[config.mk]
export PLATFORM = sky130hd
export DESIGN_NAME = ofmap_drain
export DESIGN_NICKNAME = d
export VERILOG_FILES = /design/src/conv_pkg.sv /design/src/ofmap_drain.sv
export VERILOG_INCLUDE_DIRS = /design/src /design/src/src
export SDC_FILE = /design/constraint.sdc
export NUM_CORES = 1
export LEC_CHECK = 0
export BUFFER_PORTS_ARGS = -buffer_cell sky130_fd_sc_hd__buf_2
export CORE_MARGIN = 5
export CORE_UTILIZATION = 30
export DETAILED_ROUTE_END_ITERATION = 10
export PLACE_DENSITY_LB_ADDON = 0.1
export SETUP_SLACK_MARGIN = 0.5
export SLEW_MARGIN = 10
export SYNTH_ARGS = -nofsm -noshare
export SYNTH_HDL_FRONTEND = slang
export SYNTH_SLANG_ARGS = --single-unit
[constraint.sdc]
create_clock -name clk -period 6.1 [get_ports clk]
set_clock_uncertainty 0.1 [all_clocks]
set_input_delay 0.61 -clock clk [delete_from_list [all_inputs] [get_ports clk]]
set_output_delay 0.61 -clock clk [all_outputs]
set_load 0.05 [all_outputs]
[src/conv_defines.svh]
`ifndef CONV_DEFINES_SVH
`define CONV_DEFINES_SVH

// array geometry and job size
`define CONV_ARRAY_DIM   4
`define CONV_PIXELS      8

// word widths
`define CONV_IFMAP_W     16
`define CONV_WEIGHT_W    16
`define CONV_OFMAP_W     32

// scratchpad layout, weights first then ifmap
`define CONV_WEIGHT_BASE 0
`define CONV_IFMAP_BASE  16
`define CONV_SPAD_DEPTH  48
`define CONV_SPAD_AW     6

`define CONV_FIFO_DEPTH  8

`endif
[src/conv_pkg.sv]
`default_nettype none

`include "conv_defines.svh"

package conv_pkg;

  typedef logic [`CONV_IFMAP_W-1:0]  ifmap_word_t;
  typedef logic [`CONV_WEIGHT_W-1:0] weight_word_t;
  typedef logic [`CONV_OFMAP_W-1:0]  ofmap_word_t;
  typedef logic [`CONV_SPAD_AW-1:0]  spad_addr_t;

  typedef enum logic {
    spad_read,
    spad_write
  } spad_op_t;

  typedef enum logic [1:0] {
    fd_idle,
    fd_weights,  // weight rows into the array
    fd_stream,   // pixels through the skew
    fd_finish
  } feeder_state_t;

endpackage

`default_nettype wire

[src/ofmap_drain.sv]
`timescale 1ns/1ns
`default_nettype none

`include "conv_defines.svh"

module ofmap_drain (
  input logic clk,
  input logic rst_n,
  input conv_pkg::ofmap_word_t col_sum [`CONV_ARRAY_DIM],
  input logic [`CONV_ARRAY_DIM-1:0] col_vld,
  output conv_pkg::ofmap_word_t ofmap_dat,
  output logic ofmap_vld,
  input logic ofmap_rdy,
  output logic [$clog2(`CONV_FIFO_DEPTH+1)-1:0] free_slots
);
  import conv_pkg::*;

  localparam int DIM = `CONV_ARRAY_DIM;
  localparam int DEPTH = `CONV_FIFO_DEPTH;
  localparam int PW = $clog2(DEPTH);
  localparam int FW = $clog2(DEPTH + 1);

  ofmap_word_t al_sum [DIM];
  logic [DIM-1:0] al_vld;
  ofmap_word_t mem [DEPTH];
  logic [PW-1:0] wr_q;
  logic [PW-1:0] rd_q;
  logic [FW-1:0] count_q;
  logic push;
  logic pop;

  // column c lands c cycles late, so delay it DIM-1-c
  for (genvar c = 0; c < DIM; c++) begin : g_deskew
    localparam int L = DIM - 1 - c;
    if (L == 0) begin : g_direct
      assign al_sum[c] = col_sum[c];
      assign al_vld[c] = col_vld[c];
    end else begin : g_delay
      ofmap_word_t d_q [L];
      logic [L-1:0] v_q;
      always_ff @(posedge clk) begin
        d_q[0] <= col_sum[c];
        for (int k = 1; k < L; k++) d_q[k] <= d_q[k-1];
      end
      always_ff @(posedge clk or negedge rst_n) begin
        if (!rst_n) v_q <= '0;
        else v_q <= L'({v_q, col_vld[c]});
      end
      assign al_sum[c] = d_q[L-1];
      assign al_vld[c] = v_q[L-1];
    end
  end

  assign push = &al_vld;  // whole pixel at once
  assign pop = ofmap_vld && ofmap_rdy;

  always_ff @(posedge clk) begin
    if (push) begin
      for (int k = 0; k < DIM; k++) mem[wr_q + PW'(k)] <= al_sum[k];  // oc order
    end
  end

  always_ff @(posedge clk or negedge rst_n) begin
    if (!rst_n) begin
      wr_q <= '0;
      rd_q <= '0;
      count_q <= '0;
    end else begin
      if (push) wr_q <= wr_q + PW'(DIM);
      if (pop) rd_q <= rd_q + 1'b1;
      count_q <= count_q + (push ? FW'(DIM) : '0) - FW'(pop);
    end
  end

  assign ofmap_dat = mem[rd_q];
  assign ofmap_vld = (count_q != '0);
  assign free_slots = FW'(DEPTH) - count_q;

endmodule

`default_nettype wire

==> out/qor.yml <==
ys_types: 24
grt_pass1_wl_um: 40400
drt_iter0_drc: 192
antenna_found_initial: 5
fmax_mhz: 254
clockBufferDepth: 3
syn_avg_cell_area_um2: 23.3
rsz0062_at_grt: "no"
post_cts_resized: 0
worst_pin_slew_ns: 1.16
arrival_ns: 3.23
cp_data_required_time_ns: 5.39
p_per_area_mw_per_mm2: 472
postLayoutSetupSlackWorst_ns: 2.16
synth_nets: 747
min_period_over_period_pct: 64.6
wirelength_um: 26200
dieHeight_um: 227
dp_slack_ns: 2.63
grt_max_degree: 77
die_x_um: 227
htreeDepth: 2
finalCriticalPeriod_ns: 3.94
status: "complete, no violations"
synthTopCellsByCount: "edfxtp_1, dfxtp_1, mux4_2"
cts.sinks: 462
power_leakage_nw: 6.56
synth_edf_count: 256
final_nets: 1014
hpwlAfterDp_um: 15700
gp_congestion: 0.718
yosysMostFrequentCell: "edfxtp_1"
grtUsageTotal_pct: 10.3
setup_viol: 0
maxSlewViolCount: 0
start_util_pct: 30.4
antenna_left: 0
cap_violations: 0
ys.flop_type: "edfxtp_1"
rows: 79
hold_viol: 0
hp-class: "input port to flop"
portBuffers: 171
synth_top_cell_area_share_pct: 54.3
yosys_warnings: 0
vdd_drop_max_v: 0.000405
cts_root_buffer: "clkbuf_16"
crit_path_end_kind: "output port"
vias: 6203
coreArea_mm2: 0.0466
fillCellCount: 4201
io-pin-count: 172
grt_pass1_vias: 7002
drive_above_1_share_pct: 35.7
crit_fanout: 47
synth_seq_cells: 462
cts_tree: "built"
postCtsSetupBuffers: 0
clk_pin_slew_ns: 0.06
slew_headroom_pct: 22.5
synth_area_leaders: "edfxtp_1, dfxtp_1, mux4_2, mux4_1, mux2_2"
tns_ns: 0
ys_seq_area_share_pct: 84.0
syn_area_mm2: 0.0141
area_delta_synth_final_pct: 26.2
drcViolationCount: 0
synthCells: 606
dr.pass1.iters: 4
wire_per_inst_um: 17.2
utilization_pct: 38.4
critPathKind: "flop to output port"
cts_hold_buf: 57
grt-ovfl-total: 0
viasPerCell: 4.07
start_kind: "flop"
cts_buffers: 50
clk_latency_ns: 0.56
synthArstFlopShare_pct: 3.03
yosysTopAreaCell: "edfxtp_1"
dieArea_mm2: 0.0516
[state kept, by name (all words and copies together), names as in the netlist]
signal,flops
wr_q,1
rd_q,3
mem,256
g_deskew.g_delay.d_q,192
count_q,4
g_deskew.g_delay.v_q,6
[cell families (layout without fill, tap and decap cells)]
family | Yosys count | count (layout) | synth area share [%]
flops | 462 | 462 | 84.0
other cells | 0 | 4 | 0
fa+ha+maj | 6 | 6 | 0.584
buf+inv | 27 | 334 | 1.26
mux | 97 | 97 | 13.5
xor+xnor | 7 | 7 | 0.433
simple gates | 7 | 7 | 0.256
[cell type report]
cell class	count	area, µm²	share of cell area, %
well taps	607	759	4.25
clock inverters	15	133	0.743
clock buffers	77	1470	8.20
inverters	8	30.0	0.168
diodes	4	10.0	0.0560
repair buffers	234	1470	8.24
flip-flops and latches	462	11900	66.6
multi-input cells	117	2100	11.8
[layout by cell type (no fill, tap or decap), types with 4 or more instances in the layout]
cell type,count
edfxtp_1,256
dfxtp_1,192
buf_2,171
dlygate4sd3_1,57
clkbuf_16,52
mux4_2,39
mux2_2,33
mux4_1,25
clkbuf_1,18
dfrtp_1,11
inv_1,8
clkbuf_8,7
xnor2_1,6
clkinv_2,6
buf_4,6
ha_1,5
diode_2,4
[final timing paths]
kind / startpoint / endpoint / slack [ns] / cells after the start
worst max-delay path: rd_q[0]$_DFFE_PN0P_ / ofmap_dat[0] / 2.16 / 4
worst min-delay path: col_sum[45] / g_deskew[2].g_delay.d_q[0][13]$_DFF_P_ / 0.05 / 1
worst max register to register: count_q[1]$_DFF_PN0_ / count_q[2]$_DFF_PN0_ / 3.65 / 9
worst min register to register: g_deskew[0].g_delay.d_q[0][41]$_DFF_P_ / g_deskew[0].g_delay.d_q[0][73]$_DFF_P_ / 0.22 / 0
max in group asynchronous: rst_n / rd_q[1]$_DFFE_PN0P_ / 5.23 / 2
min in group asynchronous: rst_n / g_deskew[2].g_delay.v_q$_DFF_PN0_ / 0.38 / 2
[per-stage QoR]
| step | cells | instance area, µm² | hold slack, ns | power (mW) |
|---|---|---|---|---|
| 6_report | 1524 | 17900 | 0.0531 | 8.43 |
| 2_1_floorplan | 606 | 14100 | 0.210 | 5.22 |
| 3_3_place_gp | 1371 | 15700 | 0.210 | 5.61 |
| 5_1_grt | 1521 | 17900 | 0.00791 | 8.85 |
| 3_5_place_dp | 1371 | 15700 | 0.212 | 5.65 |
| 4_1_cts | 1520 | 17900 | 0.0000380 | 8.63 |
[critical path: stages, from the launching register on]
cell and delay (ns):
dfrtp_4 1.04, buf_4 0.53, mux4_1 0.60, mux2_2 0.26, buf_2 0.21
[where the power goes]
part           switching (mW)  total, mW  internal, mW
registers               0.243       3.69          3.45
clock network            1.15       2.88          1.73
logic                    1.11       1.87         0.752
total                    2.50       8.43          5.93
[metal layers]
layer	track usage, %	wire (µm)	vias to the layer above
met3	2.99	1520	61
met5	0	14	-
met1	12.3	10700	3089
li1	-	-	2913
met4	4.55	848	2
met2	17.5	13200	138
(Power assumes the default switching activity.)
