--- src/conv_defines.svh ---
`ifndef CONV_DEFINES_SVH
`define CONV_DEFINES_SVH

// array geometry and job size
`define CONV_ARRAY_DIM   4
`define CONV_PIXELS      8

// word widths
`define CONV_IFMAP_W     16
`define CONV_WEIGHT_W    16
`define CONV_OFMAP_W     32

// scratchpad layout, weights first then ifmap
`define CONV_WEIGHT_BASE 0
`define CONV_IFMAP_BASE  16
`define CONV_SPAD_DEPTH  48
`define CONV_SPAD_AW     6

`define CONV_FIFO_DEPTH  8

`endif
--- src/conv_pkg.sv ---
`default_nettype none

`include "conv_defines.svh"

package conv_pkg;

  typedef logic [`CONV_IFMAP_W-1:0]  ifmap_word_t;
  typedef logic [`CONV_WEIGHT_W-1:0] weight_word_t;
  typedef logic [`CONV_OFMAP_W-1:0]  ofmap_word_t;
  typedef logic [`CONV_SPAD_AW-1:0]  spad_addr_t;

  typedef enum logic {
    spad_read,
    spad_write
  } spad_op_t;

  typedef enum logic [1:0] {
    fd_idle,
    fd_weights,  // weight rows into the array
    fd_stream,   // pixels through the skew
    fd_finish
  } feeder_state_t;

endpackage

`default_nettype wire

--- src/spad_bus_if.sv ---
`timescale 1ns/1ns
`default_nettype none

`include "conv_defines.svh"

interface spad_bus_if;
  import conv_pkg::*;

  logic req;
  logic ack;
  spad_op_t op;
  spad_addr_t addr;
  logic [`CONV_IFMAP_W-1:0] wdata;
  logic [`CONV_IFMAP_W-1:0] rdata;  // valid while ack high

  modport master (output req, op, addr, wdata, input ack, rdata);
  modport slave (input req, op, addr, wdata, output ack, rdata);

endinterface

`default_nettype wire

--- src/tile_loader.sv ---
`timescale 1ns/1ns
`default_nettype none

`include "conv_defines.svh"

module tile_loader #(
  parameter int BASE = 0,
  parameter int WORDS = 16
) (
  input logic clk,
  input logic rst_n,
  input logic [`CONV_IFMAP_W-1:0] dat,
  input logic vld,
  output logic rdy,
  spad_bus_if.master bus,
  output logic tile_full,
  input logic tile_release
);
  import conv_pkg::*;

  localparam int CW = $clog2(WORDS + 1);

  logic [CW-1:0] cnt_q;  // words stored so far
  logic busy_q;

  assign tile_full = (cnt_q == CW'(WORDS));
  assign bus.op = spad_write;

  always_ff @(posedge clk or negedge rst_n) begin
    if (!rst_n) begin
      rdy <= 1'b1;
      busy_q <= 1'b0;
      cnt_q <= '0;
      bus.req <= 1'b0;
      bus.addr <= '0;
    end else if (tile_release) begin
      cnt_q <= '0;
      rdy <= 1'b1;
    end else if (vld && rdy) begin
      bus.req <= 1'b1;
      bus.addr <= spad_addr_t'(BASE + int'(cnt_q));
      rdy <= 1'b0;
      busy_q <= 1'b1;
    end else if (bus.req && bus.ack) begin
      bus.req <= 1'b0;
    end else if (busy_q && !bus.req && !bus.ack) begin
      // word stored once ack has fallen
      busy_q <= 1'b0;
      cnt_q <= cnt_q + 1'b1;
      rdy <= (cnt_q != CW'(WORDS - 1));
    end
  end

  always_ff @(posedge clk) begin
    if (vld && rdy) bus.wdata <= dat;
  end

endmodule

`default_nettype wire

--- src/flat_wrapper.sv ---
// flat-port wrapper written by rule: the top's interface ports become plain ports
module tile_loader_flat import conv_pkg::*;
#(
  parameter int BASE = 0,
  parameter int WORDS = 16
)
  (clk, rst_n, dat, vld, rdy, tile_full, tile_release, bus_req, bus_op, bus_addr, bus_wdata, bus_ack, bus_rdata);
  spad_bus_if bus_i ();
  input logic clk;
  input logic rst_n;
  input logic [`CONV_IFMAP_W-1:0] dat;
  input logic vld;
  output logic rdy;
  output logic tile_full;
  input logic tile_release;
  output wire logic [$bits(bus_i.req)-1:0] bus_req;
  output wire logic [$bits(bus_i.op)-1:0] bus_op;
  output wire logic [$bits(bus_i.addr)-1:0] bus_addr;
  output wire logic [$bits(bus_i.wdata)-1:0] bus_wdata;
  input wire logic [$bits(bus_i.ack)-1:0] bus_ack;
  input wire logic [$bits(bus_i.rdata)-1:0] bus_rdata;
  assign bus_req = bus_i.req;
  assign bus_op = bus_i.op;
  assign bus_addr = bus_i.addr;
  assign bus_wdata = bus_i.wdata;
  assign bus_i.ack = bus_ack;
  assign bus_i.rdata = bus_rdata;
  tile_loader #(.BASE(BASE), .WORDS(WORDS)) u_core (.clk(clk), .rst_n(rst_n), .dat(dat), .vld(vld), .rdy(rdy), .bus(bus_i), .tile_full(tile_full), .tile_release(tile_release));
endmodule
--- config.mk ---
export PLATFORM = sky130hd
export DESIGN_NAME = tile_loader_flat
export DESIGN_NICKNAME = d
export VERILOG_FILES = /design/src/conv_pkg.sv /design/src/spad_bus_if.sv /design/src/tile_loader.sv /design/src/flat_wrapper.sv
export VERILOG_INCLUDE_DIRS = /design/src /design/src/src
export SDC_FILE = /design/constraint.sdc
export NUM_CORES = 1
export LEC_CHECK = 0
export BUFFER_PORTS_ARGS = -buffer_cell sky130_fd_sc_hd__buf_2
export CORE_MARGIN = 1
export CORE_UTILIZATION = 41
export DETAILED_ROUTE_END_ITERATION = 10
export GPL_TIMING_DRIVEN = 0
export PLACE_DENSITY = 0.81
export SLEW_MARGIN = 20
export SYNTH_ARGS = -nofsm -noshare
export SYNTH_HDL_FRONTEND = slang
export SYNTH_SLANG_ARGS = --single-unit
--- constraint.sdc ---
create_clock -name clk -period 2.6 [get_ports clk]
set_clock_uncertainty 0.1 [all_clocks]
set_input_delay 0.13 -clock clk [delete_from_list [all_inputs] [get_ports clk]]
set_output_delay 0.13 -clock clk [all_outputs]
set_load 0.03 [all_outputs]
==> flow_summary.json <==
{
  "status": "completed",
  "grt_first_pass_wirelength_um": 3436,
  "fin_crit_sh_pct": 76.12,
  "pwr-share-clk_pct": 24.5,
  "power_frac_seq_pct": 54.2,
  "synthArstFlopShare_pct": 44.83,
  "worstHoldPathType": "input pin to flip-flop",
  "grt_max_degree": 24,
  "cts-root-buf": "clkbuf_4",
  "p_int_mw": 0.7102,
  "rows": 18,
  "ys_seq_area_share_pct": 72.31,
  "synth_area_leaders": "edfxtp_1 (43%), dfrtp_1 (27%), o21ai_0 (5.4%)",
  "worst_pin_slew_ns": 0.5350,
  "worstSkewPairLatency_ns": 0.32,
  "drv_slew": 0,
  "worstPathMaxFanout": 23,
  "fill_cells": 210,
  "via_per_inst": 4.868,
  "clk_pin_slew_ns": 0.09,
  "grt_antenna_before_repair": 0,
  "crit_type": "flip-flop to flip-flop",
  "rsz0062_at_grt": "no",
  "final_antenna_net_count": 0,
  "yosysMostFrequentCell": "edfxtp_1",
  "drive_gt1_share_pct": 37.50,
  "dr.pass1.iters": 4,
  "switchingPower_mw": 0.3069,
  "ys_top_cells_by_count": "edfxtp_1 (16), dfrtp_1 (12), o21ai_0 (12)",
  "initial_core_util_pct": 44.25,
  "globalplace.congestion": 0.8591,
  "synth.avg_cell_area_sq_um": 13.61,
  "grtUsageTotal_pct": 17.75,
  "instances_no_fill": 182,
  "synth-warning-count": 0,
  "ioPinCount": 63,
  "io_buffers": 44,
  "via_count": 886,
  "crit_family": "flip-flops",
  "synth_ff_type": "edfxtp_1",
  "start_kind": "flip-flop",
  "tritoncts": "built",
  "ys_ff_latch": 29,
  "maxCapViolCount": 0,
  "dpl.hpwl_um": 1582,
  "worst_hold_slack_ns": 0.03281,
  "syn_to_final_growth_pct": 43.83,
  "die_y_um": 54.18,
  "critPathSlowestCell": "dfstp_2",
  "netlist_area_sq_um": 1116,
  "leakage_nw": 0.7346,
  "diodes": 0,
  "drc_errors": 0,
  "dp_cells": 156,
  "synth_top_cell_area_share_pct": 43.05,
  "drtIter0Drc": 20,
  "post_drt_wl_per_cell_um": 12.69,
  "worst_ep_arrival_time_ns": 2.08,
  "tns_ns": 0,
  "relSlewSlack_pct": 64.25,
  "synth_cells": 82,
  "p_per_area_nw_per_um2": 633.6,
  "worstPathCellList": "nand2_1 -> inv_2 -> nand2b_1 -> mux2_2",
  "fmax_mhz": 505.3,
  "grt_pass1_vias": 804,
  "path_buf_inv": 1,
  "wirelength_um": 2309,
  "finalHoldViolations": 0,
  "dieArea_sq_um": 2935,
  "critPathRequiredTime_ns": 2.71,
  "die_x_um": 54.18,
  "utilization_pct": 63.64,
  "max-vdd-ir-drop_mv": 0.4971,
  "cts_buffer_depth": 2,
  "nets": 191,
  "grt_overflow_total": 0,
  "cts-buffers-inserted": 5,
  "synth_cell_types": 27,
  "clock_sinks": 29,
  "coreArea_sq_um": 2522,
  "end_kind": "flip-flop",
  "cts_max_level": 2,
  "synth_edf_count": 16,
  "synth_top_cell_by_area": "edfxtp_1",
  "layout_min_cycle_time_ns": 1.979,
  "max_stage_delay_ns": 0.55,
  "multi_input_area_sq_um": 262.8,
  "synth_nets": 122,
  "setup_viol_count_final": 0,
  "switching_share_pct": 30.17,
  "pwr-share-comb_pct": 21.4,
  "regArea_sq_um": 807.0
}
-- power groups by stage --
stage	registers [mW]	logic, mW	clock network, mW
2_1_floorplan	0.625	0.0655	0
3_3_place_gp	0.559	0.191	0
4_1_cts	0.552	0.218	0.259
6_report	0.551	0.217	0.249
3_5_place_dp	0.561	0.197	0
5_1_grt	0.557	0.235	0.283
-- registers in the layout (all words and copies together) (netlist names) --
signal            cells
u_core.bus.addr       5
u_core.bus.req        1
u_core.bus.wdata     16
u_core.busy_q         1
u_core.cnt_q          5
u_core.rdy            1
-- layout make-up --
cell class / count / area share (%)
Inverter: 6 / 1.403
Tap cell: 30 / 2.338
Sequential cell: 29 / 50.27
Buffer: 4 / 1.481
Clock buffer: 6 / 2.572
Clock inverter: 2 / 0.6235
Multi-Input combinational cell: 43 / 16.37
Timing Repair Buffer: 62 / 24.94
-- what timing repair did --
item                      in CTS  in global routing
gates resized for setup        0                  0
hold buffers                  18                  0
hold endpoints to repair      30                  0
buffers inserted               0                  0
-- cells in the final DEF, fill, tap and decap left out, drive strengths merged, types with 2 or more instances in the layout --
cell         Yosys  layout
a21oi            4       4
buf              3      47
clkbuf           1       7
clkinv           0       2
conb             2       2
dfrtp           12      12
dlygate4sd3      0      18
edfxtp          16      16
ha               3       3
inv              6       6
nand2            4       4
nand3            3       3
nor2             2       2
nor3             2       2
o21ai           12      12
-- metrics by stage --
stage | power, mW | worst slack (ns) | cell area, sq um
6_report | 1.017 | 0.6209 | 1605
3_3_place_gp | 0.7502 | 0.7050 | 1374
4_1_cts | 1.029 | 0.6087 | 1605
5_1_grt | 1.075 | 0.4916 | 1605
2_1_floorplan | 0.6906 | 0.8031 | 1116
3_5_place_dp | 0.7579 | 0.6224 | 1374
-- worst register-to-register path, stage by stage (launching register included) --
cell and delay (ns):
dfstp_2 0.55, nand2_1 0.20, inv_2 0.41, nand2b_1 0.28, mux2_2 0.33
-- per-layer routing --
layer,vias to the layer above,wire (um),GRT usage [%]
met4,0,21,5.128
met1,404,977,20.00
li1,432,-,-
met2,47,1094,29.07
met3,3,217,9.322
met5,-,0,0
-- cell families after synthesis --
family | count (synthesis) | share of synthesized area, %
DFF | 29 | 72.31
buffers and inverters | 10 | 4.147
AOI/OAI and AO/OA | 21 | 10.99
and+or+nand+nor | 16 | 7.512
other | 2 | 0.6729
muxes | 1 | 1.009
adders and majority gates | 3 | 3.364
-- path summary, 6_finish.rpt --
check,from,endpoint,slack (ns),cells past startpoint
min reg2reg,u_core.bus.addr[3]$_DFFE_PN0P_,u_core.bus.addr[3]$_DFFE_PN0P_,0.41,1
max in group asynchronous,rst_n,u_core.rdy$_DFFE_PN1P_,2.00,2
min in group asynchronous,rst_n,u_core.cnt_q[2]$_DFFE_PN0P_,0.12,2
max,u_core.rdy$_DFFE_PN1P_,u_core.bus.addr[3]$_DFFE_PN0P_,0.62,4
min,bus_ack,u_core.bus.req$_DFFE_PN0P_,0.03,4
max reg2reg,u_core.rdy$_DFFE_PN1P_,u_core.bus.addr[3]$_DFFE_PN0P_,0.62,4
Note: power is estimated with default switching activity, not from simulation.
