**src/conv_defines.svh**
```systemverilog
`ifndef CONV_DEFINES_SVH
`define CONV_DEFINES_SVH

// array geometry and job size
`define CONV_ARRAY_DIM   4
`define CONV_PIXELS      8

// word widths
`define CONV_IFMAP_W     16
`define CONV_WEIGHT_W    16
`define CONV_OFMAP_W     32

// scratchpad layout, weights first then ifmap
`define CONV_WEIGHT_BASE 0
`define CONV_IFMAP_BASE  16
`define CONV_SPAD_DEPTH  48
`define CONV_SPAD_AW     6

`define CONV_FIFO_DEPTH  8

`endif
```
**src/conv_pkg.sv**
```systemverilog
`default_nettype none

`include "conv_defines.svh"

package conv_pkg;

  typedef logic [`CONV_IFMAP_W-1:0]  ifmap_word_t;
  typedef logic [`CONV_WEIGHT_W-1:0] weight_word_t;
  typedef logic [`CONV_OFMAP_W-1:0]  ofmap_word_t;
  typedef logic [`CONV_SPAD_AW-1:0]  spad_addr_t;

  typedef enum logic {
    spad_read,
    spad_write
  } spad_op_t;

  typedef enum logic [1:0] {
    fd_idle,
    fd_weights,  // weight rows into the array
    fd_stream,   // pixels through the skew
    fd_finish
  } feeder_state_t;

endpackage

`default_nettype wire

```
**src/spad_bus_if.sv**
```systemverilog
`timescale 1ns/1ns
`default_nettype none

`include "conv_defines.svh"

interface spad_bus_if;
  import conv_pkg::*;

  logic req;
  logic ack;
  spad_op_t op;
  spad_addr_t addr;
  logic [`CONV_IFMAP_W-1:0] wdata;
  logic [`CONV_IFMAP_W-1:0] rdata;  // valid while ack high

  modport master (output req, op, addr, wdata, input ack, rdata);
  modport slave (input req, op, addr, wdata, output ack, rdata);

endinterface

`default_nettype wire

```
**src/scratchpad.sv**
```systemverilog
`timescale 1ns/1ns
`default_nettype none

`include "conv_defines.svh"

module scratchpad (
  input logic clk,
  input logic rst_n,
  spad_bus_if.slave if_bus,
  spad_bus_if.slave wt_bus,
  spad_bus_if.slave fd_bus
);
  import conv_pkg::*;

  localparam int NPORT = 3;

  typedef enum logic [1:0] {
    sp_idle,
    sp_access,
    sp_ack
  } grant_state_t;

  grant_state_t state_q;
  logic [1:0] gnt_q;  // also the round-robin pointer
  logic [1:0] pick;
  logic any_req;
  logic [NPORT-1:0] req_vec;
  spad_op_t op_vec [NPORT];
  spad_addr_t addr_vec [NPORT];
  logic [`CONV_IFMAP_W-1:0] wdata_vec [NPORT];
  logic [`CONV_IFMAP_W-1:0] mem [`CONV_SPAD_DEPTH];
  logic [`CONV_IFMAP_W-1:0] rdata_q;

  assign req_vec = {fd_bus.req, wt_bus.req, if_bus.req};
  assign op_vec[0] = if_bus.op;
  assign op_vec[1] = wt_bus.op;
  assign op_vec[2] = fd_bus.op;
  assign addr_vec[0] = if_bus.addr;
  assign addr_vec[1] = wt_bus.addr;
  assign addr_vec[2] = fd_bus.addr;
  assign wdata_vec[0] = if_bus.wdata;
  assign wdata_vec[1] = wt_bus.wdata;
  assign wdata_vec[2] = fd_bus.wdata;

  // first pending port after the last grant
  always_comb begin
    int idx;
    pick = gnt_q;
    any_req = 1'b0;
    for (int k = 1; k <= NPORT; k++) begin
      idx = (int'(gnt_q) + k) % NPORT;
      if (!any_req && req_vec[idx]) begin
        pick = 2'(idx);
        any_req = 1'b1;
      end
    end
  end

  always_ff @(posedge clk or negedge rst_n) begin
    if (!rst_n) begin
      state_q <= sp_idle;
      gnt_q <= 2'd2;  // port 0 wins first
    end else begin
      case (state_q)
        sp_idle: if (any_req) begin
          gnt_q <= pick;
          state_q <= sp_access;
        end
        sp_access: state_q <= sp_ack;
        sp_ack: if (!req_vec[gnt_q]) state_q <= sp_idle;  // hold grant through ack fall
        default: state_q <= sp_idle;
      endcase
    end
  end

  always_ff @(posedge clk) begin
    if (state_q == sp_access) begin
      if (op_vec[gnt_q] == spad_write) mem[addr_vec[gnt_q]] <= wdata_vec[gnt_q];
      rdata_q <= mem[addr_vec[gnt_q]];
    end
  end

  assign if_bus.ack = (state_q == sp_ack) && (gnt_q == 2'd0);
  assign wt_bus.ack = (state_q == sp_ack) && (gnt_q == 2'd1);
  assign fd_bus.ack = (state_q == sp_ack) && (gnt_q == 2'd2);
  assign if_bus.rdata = rdata_q;
  assign wt_bus.rdata = rdata_q;
  assign fd_bus.rdata = rdata_q;

endmodule

`default_nettype wire

```
**src/flat_wrapper.sv**
```systemverilog
// flat-port wrapper written by rule: the top's interface ports become plain ports
module scratchpad_flat import conv_pkg::*;
  (clk, rst_n, if_bus_req, if_bus_op, if_bus_addr, if_bus_wdata, if_bus_ack, if_bus_rdata, wt_bus_req, wt_bus_op, wt_bus_addr, wt_bus_wdata, wt_bus_ack, wt_bus_rdata, fd_bus_req, fd_bus_op, fd_bus_addr, fd_bus_wdata, fd_bus_ack, fd_bus_rdata);
  spad_bus_if if_bus_i ();
  spad_bus_if wt_bus_i ();
  spad_bus_if fd_bus_i ();
  input logic clk;
  input logic rst_n;
  input wire logic [$bits(if_bus_i.req)-1:0] if_bus_req;
  input wire logic [$bits(if_bus_i.op)-1:0] if_bus_op;
  input wire logic [$bits(if_bus_i.addr)-1:0] if_bus_addr;
  input wire logic [$bits(if_bus_i.wdata)-1:0] if_bus_wdata;
  output wire logic [$bits(if_bus_i.ack)-1:0] if_bus_ack;
  output wire logic [$bits(if_bus_i.rdata)-1:0] if_bus_rdata;
  input wire logic [$bits(wt_bus_i.req)-1:0] wt_bus_req;
  input wire logic [$bits(wt_bus_i.op)-1:0] wt_bus_op;
  input wire logic [$bits(wt_bus_i.addr)-1:0] wt_bus_addr;
  input wire logic [$bits(wt_bus_i.wdata)-1:0] wt_bus_wdata;
  output wire logic [$bits(wt_bus_i.ack)-1:0] wt_bus_ack;
  output wire logic [$bits(wt_bus_i.rdata)-1:0] wt_bus_rdata;
  input wire logic [$bits(fd_bus_i.req)-1:0] fd_bus_req;
  input wire logic [$bits(fd_bus_i.op)-1:0] fd_bus_op;
  input wire logic [$bits(fd_bus_i.addr)-1:0] fd_bus_addr;
  input wire logic [$bits(fd_bus_i.wdata)-1:0] fd_bus_wdata;
  output wire logic [$bits(fd_bus_i.ack)-1:0] fd_bus_ack;
  output wire logic [$bits(fd_bus_i.rdata)-1:0] fd_bus_rdata;
  assign if_bus_i.req = if_bus_req;
  assign if_bus_i.op = if_bus_op;
  assign if_bus_i.addr = if_bus_addr;
  assign if_bus_i.wdata = if_bus_wdata;
  assign if_bus_ack = if_bus_i.ack;
  assign if_bus_rdata = if_bus_i.rdata;
  assign wt_bus_i.req = wt_bus_req;
  assign wt_bus_i.op = wt_bus_op;
  assign wt_bus_i.addr = wt_bus_addr;
  assign wt_bus_i.wdata = wt_bus_wdata;
  assign wt_bus_ack = wt_bus_i.ack;
  assign wt_bus_rdata = wt_bus_i.rdata;
  assign fd_bus_i.req = fd_bus_req;
  assign fd_bus_i.op = fd_bus_op;
  assign fd_bus_i.addr = fd_bus_addr;
  assign fd_bus_i.wdata = fd_bus_wdata;
  assign fd_bus_ack = fd_bus_i.ack;
  assign fd_bus_rdata = fd_bus_i.rdata;
  scratchpad u_core (.clk(clk), .rst_n(rst_n), .if_bus(if_bus_i), .wt_bus(wt_bus_i), .fd_bus(fd_bus_i));
endmodule
```
**config.mk**
```make
export PLATFORM = sky130hd
export DESIGN_NAME = scratchpad_flat
export DESIGN_NICKNAME = d
export VERILOG_FILES = /design/src/conv_pkg.sv /design/src/spad_bus_if.sv /design/src/scratchpad.sv /design/src/flat_wrapper.sv
export VERILOG_INCLUDE_DIRS = /design/src /design/src/src
export SDC_FILE = /design/constraint.sdc
export NUM_CORES = 1
export LEC_CHECK = 0
export BUFFER_PORTS_ARGS = -buffer_cell sky130_fd_sc_hd__buf_2
export CORE_ASPECT_RATIO = 0.6
export CORE_MARGIN = 2
export CORE_UTILIZATION = 40
export CTS_BUF_LIST = sky130_fd_sc_hd__clkbuf_2 sky130_fd_sc_hd__clkbuf_4 sky130_fd_sc_hd__clkbuf_8
export CTS_CLUSTER_SIZE = 12
export DETAILED_ROUTE_END_ITERATION = 8
export PLACE_DENSITY = 0.56
export SLEW_MARGIN = 20
export SYNTH_ARGS = -nofsm -noshare
export SYNTH_HDL_FRONTEND = slang
export SYNTH_SLANG_ARGS = --single-unit
```
**constraint.sdc**
```tcl
create_clock -name clk -period 5.7 [get_ports clk]
set_input_delay 0.285 -clock clk [delete_from_list [all_inputs] [get_ports clk]]
set_output_delay 0.285 -clock clk [all_outputs]
set_load 0.1 [all_outputs]
```
==> flow_summary.json <==
{
  "postSynthRegisterBits": 788,
  "worst_setup_path_endpoint": "u_core.fd_bus.rdata[0]",
  "wl_per_cell_um": 29.4,
  "top_signal_layer_used": "met5",
  "worst_ep_arrival_time_ns": 5.05,
  "nNetsFinal": 2151,
  "clockRootBuffer": "sky130_fd_sc_hd__clkbuf_8",
  "gp_congestion": 0.912,
  "post_cts.resized_instances": 0,
  "met2_wire_length_um": 38300,
  "cts.reportedPaths.clkPinSlew_ns": 0.06,
  "timing.final.max_slew_violations": 0,
  "cts_hold_repair.buffers": 4,
  "timing_worst_slew_pin_value_ns": 1.20,
  "worst_slew_margin_rel_pct": 19.7,
  "netlist_instances": 1886,
  "cts_num_sinks": 788,
  "ys_async_sr_fraction_pct": 0.508,
  "cp-start-kind": "flop",
  "critical_path_maximum_fanout": 23,
  "drc": 0,
  "grt_overflow": 0,
  "power.static_leakage_nw": 11.5,
  "pin_count_of_the_biggest_net_entering_global_routing": 86,
  "mean_post_synth_cell_area_um2": 16.5,
  "first_global_vias": 18000,
  "utilization_pct": 45.8,
  "synthFlopType": "sky130_fd_sc_hd__edfxtp_1",
  "initial_standard_cell_utilization_of_the_core_pct": 40.3,
  "dieHeight_um": 220,
  "grt_first_pass_wirelength_um": 134000,
  "power.total_mw": 20.9,
  "fraction_of_final_layout_cells_with_drive_strength_greater_than_1_pct": 22.5,
  "cts-buffers-inserted": 111,
  "routed-via-count": 19000,
  "outcome": "finished clean",
  "netlist.top_cell.by_area": "sky130_fd_sc_hd__edfxtp_1",
  "power_density_nw_per_um2": 592,
  "r2r.worst_path.cells": 7,
  "min_period_over_period_pct": 77.8,
  "synth.net_count": 1965,
  "setup.worst_path.end_class": "flop",
  "die_w_um": 364,
  "wirelength_um": 94500,
  "setup_violations": 0,
  "worst_min_delay_path_category": "primary input to flop",
  "netlist_top_cells_area": "sky130_fd_sc_hd__edfxtp_1, sky130_fd_sc_hd__mux2i_1, sky130_fd_sc_hd__a221oi_1",
  "core_area_um2": 77300,
  "yosys.area.top_type_share_pct": 75.6,
  "worst_r2r_startpoint": "u_core.gnt_q[1]",
  "synthesis.yosys.warnings": 0,
  "vias_per_cell": 5.92,
  "post_cts.repair.setup_buffers": 0,
  "critical_path_required_ns": 6.32,
  "top_level_ports": 125,
  "drt_iter0_drc": 2727,
  "synth-edff-count": 784,
  "synth_seq_area_share_pct": 75.9,
  "die-area_um2": 80200,
  "area_added_between_synthesis_and_finish_pct": 13.6,
  "port_buffers": 124,
  "rows": 79,
  "rsz0062_at_grt": "false",
  "reg_to_reg_endpoint": "u_core.fd_bus.rdata[0]",
  "hpwlAfterDp_um": 57200,
  "max_clock_freq_ghz": 0.226,
  "fin_skew_ns": 0.0366,
  "cts_tree": "yes",
  "antenna_found_initial": 5,
  "reg2reg_slack_ns": 1.27,
  "cap_viol_max_count": 0,
  "synthesis.area_um2": 31100,
  "synthTopCellsByCount": "sky130_fd_sc_hd__edfxtp_1, sky130_fd_sc_hd__nand2_1, sky130_fd_sc_hd__a221oi_1",
  "critical_path_source": "u_core.gnt_q[1]",
  "met3WireLength_um": 12100,
  "grtUsageTotal_pct": 23.5,
  "worstSkewPairLatency_ns": 0.76,
  "wl_met1_um": 42500,
  "hold_viol_final": 0,
  "drt_first_pass_iters": 6,
  "route.antenna.remaining_nets": 0,
  "final.min_clock_period_ns": 4.43,
  "fin_tns_setup_ns": 0,
  "synth_most_common_cell": "sky130_fd_sc_hd__edfxtp_1",
  "vdd.ir_drop.worst_mv": 0.492,
  "path_class": "flop to flop",
  "synthDistinctLibCells": 62,
  "clock_tree.htree_level_count": 3,
  "clock_tree.buffer_depth": 3
}
cells by family after synthesis:
family | after synthesis | synth area share (%)
AO/OA/AOI/OAI | 455 | 10.7
adder cells (fa/ha/maj) | 5 | 0.201
buffers and inverters | 156 | 2.87
flip-flops | 788 | 75.9
multiplexers | 136 | 5.53
AND/OR/NAND/NOR | 346 | 4.78
worst max-delay path: stages, from the launching register on:
cell                      delay, ns
sky130_fd_sc_hd__dfstp_2       0.72
sky130_fd_sc_hd__buf_4         0.54
sky130_fd_sc_hd__and2b_1       0.20
sky130_fd_sc_hd__buf_4         0.26
sky130_fd_sc_hd__a21o_1        0.74
sky130_fd_sc_hd__nand2_1       0.71
sky130_fd_sc_hd__o22ai_1       0.89
sky130_fd_sc_hd__or3_1         0.21
where the power goes:
group	switching, mW	internal, mW
logic	6.86	2.08
clock network	2.13	2.18
registers	0.182	7.51
worst min-delay path by stage:
stage,from,endpoint,cells after the start
detailed placement,rst_n,u_core.gnt_q[0],1
CTS,fd_bus_wdata[0],u_core.mem[2][0],3
finish,fd_bus_wdata[0],u_core.mem[2][0],3
global route,fd_bus_wdata[0],u_core.mem[1][0],3
floorplan,rst_n,u_core.gnt_q[0],0
global placement,rst_n,u_core.gnt_q[0],1
registers in the layout, indices dropped and copies added (netlist names):
name and cells:
u_core.state_q 2, u_core.fd_bus.rdata 16, u_core.gnt_q 2, u_core.mem 768
through the flow:
step	hold slack [ns]	std cells	area [um2]	worst slack, ns
5_1_grt	0.0802	3213	35400	1.11
3_5_place_dp	0.0974	3008	33200	1.40
3_3_place_gp	0.0982	3008	33200	1.42
6_report	0.0967	3215	35400	1.27
2_1_floorplan	-0.0106	1886	31100	1.60
4_1_cts	0.0596	3211	35400	1.40
placed cells by master (no fill, tap or decap), types with 39 or more instances in the layout:
cell type                  count
sky130_fd_sc_hd__a21oi_1      55
sky130_fd_sc_hd__a221oi_1     87
sky130_fd_sc_hd__a22oi_1      50
sky130_fd_sc_hd__buf_2       124
sky130_fd_sc_hd__buf_4        95
sky130_fd_sc_hd__clkbuf_4     45
sky130_fd_sc_hd__clkbuf_8    114
sky130_fd_sc_hd__edfxtp_1    784
sky130_fd_sc_hd__mux2i_1      79
sky130_fd_sc_hd__nand2_1     170
sky130_fd_sc_hd__nand3_1      47
sky130_fd_sc_hd__nor2_1       81
sky130_fd_sc_hd__o21ai_0      39
final cells by class:
type / count / area [um2]
antenna: 4 / 10.0
sequential: 788 / 23600
clock buffer: 159 / 1910
multi-input combinational: 942 / 6860
fill: 6728 / 41900
tap: 1053 / 1320
inverter: 3 / 11.3
clock inverter: 40 / 200
timing repair buffer: 226 / 1430
per-layer routing:
layer  GRT usage, %  vias up
met5              0        -
met4           5.41        4
met3           9.10      116
met2           31.4     1079
met1           35.8     9855
li1               -     7994
(Power assumes the default switching activity.)
