File: src/conv_defines.svh
`ifndef CONV_DEFINES_SVH
`define CONV_DEFINES_SVH

// array geometry and job size
`define CONV_ARRAY_DIM   4
`define CONV_PIXELS      8

// word widths
`define CONV_IFMAP_W     16
`define CONV_WEIGHT_W    16
`define CONV_OFMAP_W     32

// scratchpad layout, weights first then ifmap
`define CONV_WEIGHT_BASE 0
`define CONV_IFMAP_BASE  16
`define CONV_SPAD_DEPTH  48
`define CONV_SPAD_AW     6

`define CONV_FIFO_DEPTH  8

`endif
File: src/conv_pkg.sv
`default_nettype none

`include "conv_defines.svh"

package conv_pkg;

  typedef logic [`CONV_IFMAP_W-1:0]  ifmap_word_t;
  typedef logic [`CONV_WEIGHT_W-1:0] weight_word_t;
  typedef logic [`CONV_OFMAP_W-1:0]  ofmap_word_t;
  typedef logic [`CONV_SPAD_AW-1:0]  spad_addr_t;

  typedef enum logic {
    spad_read,
    spad_write
  } spad_op_t;

  typedef enum logic [1:0] {
    fd_idle,
    fd_weights,  // weight rows into the array
    fd_stream,   // pixels through the skew
    fd_finish
  } feeder_state_t;

endpackage

`default_nettype wire

File: src/spad_bus_if.sv
`timescale 1ns/1ns
`default_nettype none

`include "conv_defines.svh"

interface spad_bus_if;
  import conv_pkg::*;

  logic req;
  logic ack;
  spad_op_t op;
  spad_addr_t addr;
  logic [`CONV_IFMAP_W-1:0] wdata;
  logic [`CONV_IFMAP_W-1:0] rdata;  // valid while ack high

  modport master (output req, op, addr, wdata, input ack, rdata);
  modport slave (input req, op, addr, wdata, output ack, rdata);

endinterface

`default_nettype wire

File: src/array_feeder.sv
`timescale 1ns/1ns
`default_nettype none

`include "conv_defines.svh"

module array_feeder (
  input logic clk,
  input logic rst_n,
  spad_bus_if.master bus,
  input logic weights_full,
  input logic ifmap_full,
  output logic tile_release,
  output logic weight_load,
  output conv_pkg::weight_word_t weight_row [`CONV_ARRAY_DIM],
  output logic row_vld,
  output conv_pkg::ifmap_word_t row_data [`CONV_ARRAY_DIM],
  input logic [$clog2(`CONV_FIFO_DEPTH+1)-1:0] free_slots
);
  import conv_pkg::*;

  localparam int DIM = `CONV_ARRAY_DIM;
  localparam int LAT = 2 * DIM;  // launch to FIFO write, in cycles
  localparam int IW = $clog2(`CONV_PIXELS * DIM);

  feeder_state_t state_q;
  logic [IW-1:0] idx_q;
  ifmap_word_t pix_q [DIM];
  logic pix_ready_q;
  logic [LAT-1:0] launch_q;
  logic [2:0] inflight_q;
  logic bus_done;
  logic bus_free;
  logic credit_ok;
  logic go;

  assign bus_done = bus.req && bus.ack;
  assign bus_free = !bus.req && !bus.ack;
  assign credit_ok = (int'(free_slots) - DIM * int'(inflight_q)) >= DIM;
  assign go = (state_q == fd_stream) && pix_ready_q && credit_ok;
  assign tile_release = (state_q == fd_finish);
  assign row_vld = launch_q[0];
  assign bus.op = spad_read;
  assign bus.wdata = '0;

  always_ff @(posedge clk or negedge rst_n) begin
    if (!rst_n) begin
      state_q <= fd_idle;
      idx_q <= '0;
      pix_ready_q <= 1'b0;
      weight_load <= 1'b0;
      bus.req <= 1'b0;
      bus.addr <= '0;
    end else begin
      weight_load <= 1'b0;
      case (state_q)
        fd_idle: if (weights_full && ifmap_full && inflight_q == '0) begin
          idx_q <= '0;
          state_q <= fd_weights;
        end
        fd_weights: begin
          // ic 3 goes in first so it ends up in the bottom row
          if (bus_free) begin
            bus.req <= 1'b1;
            bus.addr <= spad_addr_t'(`CONV_WEIGHT_BASE + {~idx_q[3:2], idx_q[1:0]});
          end
          if (bus_done) begin
            bus.req <= 1'b0;
            weight_load <= (idx_q[1:0] == 2'd3);
            idx_q <= idx_q + 1'b1;
            if (idx_q == IW'(DIM * DIM - 1)) begin
              idx_q <= '0;
              state_q <= fd_stream;
            end
          end
        end
        fd_stream: begin
          if (bus_free && !pix_ready_q) begin
            bus.req <= 1'b1;
            bus.addr <= spad_addr_t'(`CONV_IFMAP_BASE + int'(idx_q));
          end
          if (bus_done) begin
            bus.req <= 1'b0;
            idx_q <= idx_q + 1'b1;
            if (idx_q[1:0] == 2'd3) pix_ready_q <= 1'b1;
          end
          if (go) begin
            pix_ready_q <= 1'b0;
            if (idx_q == '0) state_q <= fd_finish;  // index wrapped, last pixel
          end
        end
        fd_finish: state_q <= fd_idle;
        default: state_q <= fd_idle;
      endcase
    end
  end

  always_ff @(posedge clk) begin
    if (bus_done && state_q == fd_weights) weight_row[idx_q[1:0]] <= bus.rdata;
    if (bus_done && state_q == fd_stream) pix_q[idx_q[1:0]] <= bus.rdata;
  end

  // pixels in the array or deskew, not yet in the FIFO
  always_ff @(posedge clk or negedge rst_n) begin
    if (!rst_n) begin
      launch_q <= '0;
      inflight_q <= '0;
    end else begin
      launch_q <= {launch_q[LAT-2:0], go};
      inflight_q <= inflight_q + 3'(go) - 3'(launch_q[LAT-1]);
    end
  end

  // row r lags row 0 by r cycles
  for (genvar r = 0; r < DIM; r++) begin : g_skew
    ifmap_word_t chain_q [r+1];
    always_ff @(posedge clk) begin
      if (go) chain_q[0] <= pix_q[r];
      for (int k = 1; k <= r; k++) chain_q[k] <= chain_q[k-1];
    end
    assign row_data[r] = chain_q[r];
  end

endmodule

`default_nettype wire

File: src/flat_wrapper.sv
// flat-port wrapper written by rule: the top's interface ports become plain ports
module array_feeder_flat import conv_pkg::*;
  (clk, rst_n, weights_full, ifmap_full, tile_release, weight_load, weight_row, row_vld, row_data, free_slots, bus_req, bus_op, bus_addr, bus_wdata, bus_ack, bus_rdata);
  spad_bus_if bus_i ();
  input logic clk;
  input logic rst_n;
  input logic weights_full;
  input logic ifmap_full;
  output logic tile_release;
  output logic weight_load;
  output conv_pkg::weight_word_t weight_row[`CONV_ARRAY_DIM];
  output logic row_vld;
  output conv_pkg::ifmap_word_t row_data[`CONV_ARRAY_DIM];
  input logic [$clog2(`CONV_FIFO_DEPTH+1)-1:0] free_slots;
  output wire logic [$bits(bus_i.req)-1:0] bus_req;
  output wire logic [$bits(bus_i.op)-1:0] bus_op;
  output wire logic [$bits(bus_i.addr)-1:0] bus_addr;
  output wire logic [$bits(bus_i.wdata)-1:0] bus_wdata;
  input wire logic [$bits(bus_i.ack)-1:0] bus_ack;
  input wire logic [$bits(bus_i.rdata)-1:0] bus_rdata;
  assign bus_req = bus_i.req;
  assign bus_op = bus_i.op;
  assign bus_addr = bus_i.addr;
  assign bus_wdata = bus_i.wdata;
  assign bus_i.ack = bus_ack;
  assign bus_i.rdata = bus_rdata;
  array_feeder u_core (.clk(clk), .rst_n(rst_n), .bus(bus_i), .weights_full(weights_full), .ifmap_full(ifmap_full), .tile_release(tile_release), .weight_load(weight_load), .weight_row(weight_row), .row_vld(row_vld), .row_data(row_data), .free_slots(free_slots));
endmodule
File: config.mk
export PLATFORM = sky130hd
export DESIGN_NAME = array_feeder_flat
export DESIGN_NICKNAME = d
export VERILOG_FILES = /design/src/conv_pkg.sv /design/src/spad_bus_if.sv /design/src/array_feeder.sv /design/src/flat_wrapper.sv
export VERILOG_INCLUDE_DIRS = /design/src /design/src/src
export SDC_FILE = /design/constraint.sdc
export NUM_CORES = 1
export LEC_CHECK = 0
export ABC_AREA = 0
export BUFFER_PORTS_ARGS = -buffer_cell sky130_fd_sc_hd__buf_4
export CORE_ASPECT_RATIO = 2
export CORE_MARGIN = 3
export CORE_UTILIZATION = 49
export CTS_CLUSTER_SIZE = 20
export DETAILED_ROUTE_END_ITERATION = 8
export GPL_TIMING_DRIVEN = 0
export PLACE_DENSITY = 0.75
export SETUP_SLACK_MARGIN = 0.3
export SLEW_MARGIN = 20
export SYNTH_ARGS = -nofsm -noshare
export SYNTH_HDL_FRONTEND = slang
export SYNTH_SLANG_ARGS = --single-unit
File: constraint.sdc
create_clock -name clk -period 4.7 [get_ports clk]
set_input_delay 0.94 -clock clk [delete_from_list [all_inputs] [get_ports clk]]
set_output_delay 0.94 -clock clk [all_outputs]
set_load 0.01 [all_outputs]
==> results of run 1 <==
kinds of logic after synthesis:
logic type	after synthesis	synth area share (%)
flops	315	88.3
fa+ha+maj	16	2.27
other cells	1	0.0396
mux	1	0.119
simple gates	42	2.19
buf+inv	70	4.73
xor+xnor	4	0.370
compound gates	24	2.02
layout make-up:
type                    count  share of cell area (%)
plain buffers              53                    3.23
clock buffers              35                    5.92
clock inverters             9                   0.600
inverters                  17                   0.537
multi-input cells         104                    6.17
flip-flops and latches    315                    70.4
well taps                 255                    2.68
repair buffers            162                    10.5
layer usage:
layer	GRT usage, %	routed length [µm]
met5	0	0
met4	6.13	508
met3	2.61	833
met2	30.6	9780
met1	16.4	5600
sequential cells by signal, summed over array words and instances (netlist names):
register,flops
u_core.state_q,2
u_core.weight_load,1
u_core.launch_q,8
u_core.weight_row,64
u_core.bus.addr,6
u_core.pix_ready_q,1
u_core.idx_q,5
u_core.pix_q,64
u_core.inflight_q,3
u_core.g_skew.chain_q,160
u_core.bus.req,1
cell usage in the layout, fill, tap and decap left out, types with 11 or more instances in the layout:
cell type / instances
buf_4: 209
dfrtp_1: 27
conb_1: 17
clkbuf_16: 25
o21ai_1: 11
dfxtp_1: 96
inv_1: 16
edfxtp_1: 192
nand2_1: 17
ha_1: 14
per-stage QoR:
step           power, mW  std cells  setup WS (ns)
2_1_floorplan       3.64        489          0.790
3_3_place_gp        3.86        904          0.174
3_5_place_dp        3.92        906          0.878
4_1_cts             5.90        950           1.41
5_1_grt             6.08        950           1.29
6_report            5.84        950           1.42
power by group through the flow:
stage | Sequential [mW] | Clock (mW) | Combinational [mW]
2_1_floorplan | 3.24 | 0 | 0.397
3_3_place_gp | 3.23 | 0 | 0.631
3_5_place_dp | 3.24 | 0 | 0.681
4_1_cts | 3.18 | 2.02 | 0.693
5_1_grt | 3.19 | 2.13 | 0.755
6_report | 3.18 | 1.96 | 0.696
path summary, 6_finish.rpt:
kind / from / endpoint / slack [ns] / cells past startpoint
hold / removal: u_core.g_skew[3].chain_q[1][1] / u_core.g_skew[3].chain_q[2][1] / 0.33 / 0
setup reg to reg: u_core.inflight_q[0] / u_core.inflight_q[2] / 1.52 / 11
setup / recovery: free_slots[2] / u_core.inflight_q[2] / 1.42 / 13
min in group asynchronous: rst_n / u_core.bus.addr[5] / 0.34 / 1
max in group asynchronous: rst_n / u_core.inflight_q[0] / 4.09 / 1
hold reg to reg: u_core.g_skew[3].chain_q[1][1] / u_core.g_skew[3].chain_q[2][1] / 0.33 / 0
==> results_dict.tcl, run 1 <==
set metrics [dict create \
    ys_seq_area_share_pct 88.3 \
    cp-end-kind "flop" \
    cts_inserted_buffers 24 \
    nets 718 \
    nFillCells 1346 \
    io_buffers 160 \
    grt_max_degree 28 \
    path_cells "buf_4, inv_1, ha_1, fa_1, nand2_1, o22ai_1, nor2_4, buf_16, ha_1, inv_1, fa_1, xnor2_1, xnor2_1" \
    die-area_mm2 0.0211 \
    n_antenna_cell 0 \
    worst_pin_slew_ns 1.12 \
    synth_top_area_share_pct 60.8 \
    cp_slowest_cell "nor2_4" \
    finalSetupViolCount 0 \
    status "complete, no violations" \
    critPathTopFamily "adder cells" \
    grt_pass1_vias 4588 \
    hold_class "reg2reg" \
    worst_hold_slack_ns 0.325 \
    clk_pin_slew_ns 0.07 \
    gp_congestion 0.824 \
    cts_resized 0 \
    drt_iter0_drc 215 \
    grt_pass1_wl_mm 25.6 \
    max_clock_freq_ghz 0.304 \
    htree_levels 1 \
    critical_path.max_stage_delay_ns 0.59 \
    maxSlewViolCount 0 \
    fin_skew_ns 0.0109 \
    hold_violations 0 \
    max-cap-violations 0 \
    peakVddDrop_mv 0.316 \
    wl_per_cell_um 17.6 \
    die_y_um 203 \
    p_per_area_mw_per_mm2 491 \
    fin_crit_ns 3.28 \
    p_comb_share_pct 11.9 \
    power_switching_share_pct 23.7 \
    dieWidth_um 104 \
    relSlewSlack_pct 25.2 \
    async_flop_share_pct 8.57 \
    layout-area-overhead-vs-synth_pct 25.4 \
    overflow 0 \
    place_area_mm2 0.0111 \
    power.switching_mw 1.38 \
    critPathBufInv 4 \
    synth_edf_count 192 \
    firstDrtPassIters 4 \
    multi_input_area_um2 733 \
    power_leakage_nw 4.74 \
    dp.final_hpwl_mm 11.2 \
    cts_buffer_depth 3 \
    yosys.area.top_type "edfxtp_1" \
    fin_area_mm2 0.0119 \
    fin_util_pct 62.8 \
    ys_types 35 \
    ys_ff_latch 315 \
    synth_common_cells "192 x edfxtp_1, 96 x dfxtp_1, 49 x buf_4" \
    synthCells 473 \
    start_kind "input port" \
    cts_setup_buffers 0 \
    post-route-drc-count 0 \
    crit_fanout 21 \
    core_area_mm2 0.0189 \
    rsz0062_at_grt "no" \
    fin_crit_sh_pct 69.9 \
    synth_area_mm2 0.00948 \
    p_clk_share_pct 33.6 \
    drt-total-wl_mm 16.7 \
    io_pins 180 \
    layout-drive-gt1-share_pct 36.5 \
    p_seq_share_pct 54.5 \
    start_util_pct 50.1 \
    antenna_found_initial 0 \
    ys_warn_count 0 \
    fin_setup_tns_ns 0 \
    p_int_mw 4.46 \
    grt_use_total_pct 15.7 \
    regArea_mm2 0.00836 \
    cts_tree "done" \
    root_buffer "clkbuf_16" \
    ant_nets 0 \
    synthTopCellsByArea "edfxtp_1 61%, dfxtp_1 20%, dfrtp_1 7.1%" \
    clk-insertion-delay-late_ns 0.51 \
    vias 4340 \
    cp_data_required_time_ns 5.13 \
    cts.sinks 315 \
    rows 71 \
    ctsHoldBuffers 0 \
    viasPerCell 4.57 \
    cp.arrival_ns 3.71 \
    path_class "in2reg" \
    syn_area_per_cell_um2 20.0 \
    ys.flop_type "edfxtp_1" \
    yosysMostFrequentCell "edfxtp_1" \
]
Power figures use the tool's default switching activity.
==> inputs of run 2 (changes only) <==
==> constraint.sdc (replaced) <==
create_clock -name clk -period 3 [get_ports clk]
set_input_delay 0.6 -clock clk [delete_from_list [all_inputs] [get_ports clk]]
set_output_delay 0.6 -clock clk [all_outputs]
set_load 0.01 [all_outputs]
==> run 2 against run 1 <==
Compared with the run above: sequential power increased by 57%; global-route usage decreased by 0.34 points; via count increased by 0.39%; wire length decreased by 2.5%; sequential share of layout area decreased by 1.0 points; flip-flop and latch count unchanged; critical path depth decreased by 3; core utilization increased by 0.95 points; clock skew increased by 0.0069 ns; cell area increased by 1.5%; register-to-register slack got worse by 0.88 ns; critical path type is now reg2reg.
==> results_dict.tcl, run 2 (synthesized netlist as in run 1, its figures left out) <==
set metrics [dict create \
    fin_ws_ns 0.636 \
    critPathLaunch "u_core.inflight_q[0]" \
    p_total_mw 9.35 \
    clk_pin_slew_ns 0.07 \
    worst_pin_slew_ns 1.10 \
    peakVddDrop_mv 0.608 \
    wl_per_cell_um 17.0 \
    drt_iter0_drc 181 \
    cp_data_required_time_ns 3.40 \
    power.switching_mw 2.21 \
    r2r_start "u_core.inflight_q[0]" \
    fin_crit_sh_pct 78.8 \
    p_int_mw 7.13 \
    cp.arrival_ns 2.77 \
    vias 4357 \
    fin_util_pct 63.8 \
    p_comb_share_pct 11.6 \
    post-route-drc-count 0 \
    layout-area-overhead-vs-synth_pct 27.3 \
    start_kind "flop" \
    reg2reg_slack_ns 0.64 \
    maxSlewViolCount 0 \
    crit_fanout 4 \
    rows 71 \
    io_pins 180 \
    dp.final_hpwl_mm 11.0 \
    n_antenna_cell 0 \
    die_y_um 203 \
    rsz0062_at_grt "no" \
    fin_skew_ns 0.0178 \
    nFillCells 1301 \
    antenna_found_initial 0 \
    final_cell_mix "211 x buf_4, 192 x edfxtp_1, 96 x dfxtp_1" \
    ant_nets 0 \
    grt_pass1_vias 4533 \
    firstDrtPassIters 4 \
    gp_congestion 0.824 \
    grt_use_total_pct 15.4 \
    max_clock_freq_ghz 0.423 \
    largest_register_ff_count 160 \
    place_ws_ns -0.151 \
    cp-end-kind "flop" \
    dieWidth_um 104 \
    viasPerCell 4.55 \
    hold_class "in2reg" \
    overflow 0 \
    fin_crit_ns 2.36 \
    grt_pass1_wl_mm 24.9 \
    grt_max_degree 28 \
    multi_input_area_um2 774 \
    clk-insertion-delay-late_ns 0.52 \
    layout-drive-gt1-share_pct 38.3 \
    die-area_mm2 0.0211 \
    final_common_cell "buf_4" \
    htree_levels 1 \
    p_clk_share_pct 35.0 \
    drt-total-wl_mm 16.3 \
    largest_register "u_core.g_skew.chain_q" \
    worst_hold_slack_ns 0.318 \
    regArea_mm2 0.00836 \
    power_leakage_nw 4.81 \
    p_seq_share_pct 53.3 \
    io_buffers 160 \
    root_buffer "clkbuf_16" \
    cts_tree "done" \
    hold_violations 0 \
    dp_cells 906 \
    core_area_mm2 0.0189 \
    start_util_pct 50.1 \
    p_per_area_mw_per_mm2 775 \
    cts_inserted_buffers 25 \
    cts.sinks 315 \
    max-cap-violations 0 \
    layoutNonFillerInstCount 957 \
    power_switching_share_pct 23.7 \
    status "complete, no violations" \
    cts_buffer_depth 3 \
    nets 724 \
    path_class "reg2reg" \
    finalSetupViolCount 0 \
    relSlewSlack_pct 26.8 \
    worstHoldStart "bus_rdata[8]" \
]
run 2: cell types whose count changed in the layout (fill, tap and decap cells not counted), sizes merged:
| cell | change |
|---|---|
| clkbuf | +1 |
| nor2 | +1 |
| clkinv | -1 |
| dlygate4sd3 | +1 |
| inv | +2 |
| buf | +3 |
run 2: final timing paths:
kind                       cells after the start                               to
min in group asynchronous                      2               u_core.pix_ready_q
setup reg to reg                              10             u_core.inflight_q[2]
max in group asynchronous                      2               u_core.launch_q[3]
setup / recovery                              10             u_core.inflight_q[2]
hold / removal                                 1            u_core.weight_row[24]
hold reg to reg                                0  u_core.g_skew[2].chain_q[0][37]
run 2: area by class of cell:
type,count,share of cell area (%)
plain buffers,53,3.18
clock buffers,36,6.22
clock inverters,10,0.840
inverters,17,0.633
multi-input cells,105,6.42
flip-flops and latches,315,69.3
well taps,255,2.64
repair buffers,166,10.7
run 2: power groups by stage:
stage               clock (mW)  combinational, mW  sequential, mW
floorplan                    0              0.643            5.08
global placement             0               1.02            5.06
detailed placement           0               1.08            5.08
CTS                       3.36               1.10            4.98
global route              3.51               1.22            5.01
finish                    3.27               1.09            4.98
run 2: worst max-delay path, stage by stage (launching register included):
cell     delay [ns]
dfrtp_1        0.45
ha_4           0.20
fa_1           0.44
nand2_1        0.08
o22ai_2        0.12
nor2_4         0.19
ha_4           0.15
inv_2          0.03
fa_2           0.32
xnor2_1        0.14
xnor2_1        0.13
run 2: routing by layer:
layer	track usage, %	routed length (µm)
met5	0	0
met4	6.47	495
met3	3.21	896
met2	29.9	9570
met1	15.5	5350
run 2: stage by stage:
| step | area (µm²) | TNS [ns] |
|---|---|---|
| floorplan | 9590 | -0.607 |
| global placement | 11100 | -24.75 |
| detailed placement | 11200 | -0.231 |
| CTS | 12000 | 0 |
| global route | 12100 | 0 |
| finish | 12100 | 0 |
run 2: repair_timing:
| item | 4_1_cts | 5_1_grt |
|---|---|---|
| gates resized for setup | 0 | 0 |
| hold endpoints to repair | 24 | 0 |
| setup buffers | 2 | 0 |
| setup endpoints to repair | 2 | 0 |
| hold buffers | 1 | 0 |
==> inputs of run 3 (changes only) <==
--- a/config.mk
+++ b/config.mk
@@ -10,11 +10,11 @@
 export BUFFER_PORTS_ARGS = -buffer_cell sky130_fd_sc_hd__buf_4
 export CORE_ASPECT_RATIO = 2
 export CORE_MARGIN = 3
-export CORE_UTILIZATION = 49
+export CORE_UTILIZATION = 54
 export CTS_CLUSTER_SIZE = 20
 export DETAILED_ROUTE_END_ITERATION = 8
 export GPL_TIMING_DRIVEN = 0
-export PLACE_DENSITY = 0.75
+export PLACE_DENSITY = 0.78
 export SETUP_SLACK_MARGIN = 0.3
 export SLEW_MARGIN = 20
 export SYNTH_ARGS = -nofsm -noshare
==> constraint.sdc (replaced) <==
create_clock -name clk -period 2.45 [get_ports clk]
set_input_delay 0.49 -clock clk [delete_from_list [all_inputs] [get_ports clk]]
set_output_delay 0.49 -clock clk [all_outputs]
set_load 0.01 [all_outputs]
==> run 3 against run 2 <==
Compared with the run above: die area is 8.9% lower; core utilization is 8.1 points higher; register-to-register slack worse by 0.53 ns; first-iteration DRC count is 12% higher; flip-flop and latch count unchanged; highest routed layer unchanged; largest cell class unchanged; maximum frequency up 0.81%; setup slack got worse by 0.53 ns; sequential share of layout area is 0.88 points lower.
==> results_dict.tcl, run 3 (synthesized netlist as in run 1, its figures left out) <==
set metrics [dict create \
    grt_pass1_vias 4739 \
    p_per_area_mw_per_mm2 942 \
    fin_area_mm2 0.0122 \
    worst_hold_slack_ns 0.211 \
    clk_pin_slew_ns 0.07 \
    vias 4504 \
    layout-area-overhead-vs-synth_pct 29.0 \
    regArea_mm2 0.00837 \
    fin_skew_ns 0.00963 \
    die_y_um 193 \
    fin_crit_ns 2.34 \
    nFillCells 1016 \
    max-cap-violations 0 \
    dp_cells 858 \
    worst_path_most_repeated_cell "buf_6" \
    layout-drive-gt1-share_pct 41.3 \
    place_ws_ns -0.563 \
    largest_register_ff_count 160 \
    root_buffer "clkbuf_16" \
    nets 739 \
    io_buffers 160 \
    die-area_mm2 0.0193 \
    crit_fanout 7 \
    rsz0062_at_grt "yes" \
    maxSlewViolCount 0 \
    finalSetupViolCount 0 \
    cts_inserted_buffers 24 \
    io_pins 180 \
    fin_ws_ns 0.106 \
    cts.sinks 315 \
    ant_nets 0 \
    power_leakage_nw 4.90 \
    p_comb_share_pct 13.7 \
    n_antenna_cell 0 \
    status "complete, no violations" \
    hold_class "in2reg" \
    cts_buffer_depth 3 \
    place_area_mm2 0.0111 \
    clk-insertion-delay-late_ns 0.51 \
    critPathTopFamily "buffers and inverters" \
    drt_iter0_drc 202 \
    dp.final_hpwl_mm 11.1 \
    path_class "reg2reg" \
    grt_pass1_wl_mm 26.8 \
    cts_tree "done" \
    cp_slowest_cell "fa_1" \
    wl_per_cell_um 19.0 \
    firstDrtPassIters 5 \
    p_clk_share_pct 33.3 \
    core_area_mm2 0.0170 \
    final_cell_mix "216 x buf_4, 192 x edfxtp_1, 96 x dfxtp_1" \
    grt_max_degree 28 \
    viasPerCell 4.88 \
    relSlewSlack_pct 60.2 \
    critical_path.max_stage_delay_ns 0.50 \
    fin_util_pct 71.8 \
    path_cells "ha_4, fa_1, nand2_2, o22ai_4, nor2_4, buf_4, buf_6, buf_6, buf_12, buf_8, buf_16" \
    overflow 0 \
    fin_crit_sh_pct 95.7 \
    start_util_pct 55.7 \
    power.switching_mw 2.74 \
    hold_violations 0 \
    multi_input_area_um2 797 \
    cp.arrival_ns 2.62 \
    power_switching_share_pct 23.8 \
    htree_levels 1 \
    dieWidth_um 99.7 \
    layoutNonFillerInstCount 923 \
    p_int_mw 8.78 \
    gp_congestion 0.859 \
    reg2reg_slack_ns 0.11 \
    start_kind "flop" \
    cp_data_required_time_ns 2.72 \
    rows 67 \
    largest_register "u_core.g_skew.chain_q" \
    max_clock_freq_ghz 0.427 \
    cp-end-kind "flop" \
    critPathBufInv 6 \
    grt_use_total_pct 18.3 \
    drt-total-wl_mm 17.6 \
    antenna_found_initial 0 \
    final_common_cell "buf_4" \
    p_seq_share_pct 53.0 \
    post-route-drc-count 0 \
    worst_pin_slew_ns 0.598 \
    peakVddDrop_mv 0.866 \
]
## run 3: cell types whose count changed in the layout (fill, tap and decap cells not counted), moves of 3 or more
cell and delta:
buf_6 +4, and3_2 +6, buf_4 +5, buf_12 +3
and3_1 -6
## run 3: final timing paths
check,start,endpoint,depth (start not counted)
worst max-delay path,u_core.inflight_q[0],u_core.g_skew[0].chain_q[0][4],11
worst min-delay path,bus_rdata[14],u_core.weight_row[46],1
worst max register to register,u_core.inflight_q[0],u_core.g_skew[0].chain_q[0][4],11
worst min register to register,u_core.g_skew[3].chain_q[1][14],u_core.g_skew[3].chain_q[2][14],0
max in group asynchronous,rst_n,u_core.inflight_q[0],2
min in group asynchronous,rst_n,u_core.bus.addr[3],2
## run 3: routing by layer
layer | GRT usage, % | wire length [µm] | vias to the layer above
met2 | 35.2 | 10300 | 181
met1 | 20.2 | 5930 | 2226
li1 | - | - | 2064
met4 | 6.38 | 469 | 0
met3 | 2.09 | 890 | 33
met5 | 0 | 0 | -
## run 3: power groups by stage
stage	Clock, mW	Combinational (mW)	Sequential (mW)
finish	3.84	1.57	6.11
global route	4.15	1.71	6.13
CTS	3.93	1.47	6.10
detailed placement	0	1.34	6.22
global placement	0	1.24	6.20
floorplan	0	0.787	6.22
## run 3: worst register-to-register path, cell delays in order (launching register included)
cell and delay, ns:
dfrtp_2 0.43, ha_4 0.16, fa_1 0.50, nand2_2 0.07, o22ai_4 0.15, nor2_4 0.06
buf_4 0.13, buf_6 0.10, buf_6 0.11, buf_12 0.14, buf_8 0.13, buf_16 0.13
## run 3: per-stage QoR
| step | TNS [ns] | total power [mW] |
|---|---|---|
| after floorplan | -14.22 | 7.01 |
| after global placement | -54.67 | 7.44 |
| after detailed placement | -6.54 | 7.56 |
| after CTS | 0 | 11.5 |
| after global routing | 0 | 12.0 |
| final | 0 | 11.5 |
## run 3: area by class of cell
type / instances / share of cell area, %
Sequential cell: 315 / 68.4
Timing Repair Buffer: 183 / 12.7
Multi-Input combinational cell: 104 / 6.52
Clock buffer: 33 / 5.53
Buffer: 53 / 3.17
Tap cell: 207 / 2.12
Clock inverter: 11 / 0.931
Inverter: 17 / 0.624
## run 3: repair_timing
action / 4_1_cts / 5_1_grt
setup buffers: 11 / 4
setup endpoints to repair: 186 / 61
pin swaps: 1 / 2
resized for setup: 24 / 11
hold buffers: 1 / 0
cloned: 4 / 1
hold endpoints to repair: 27 / 0
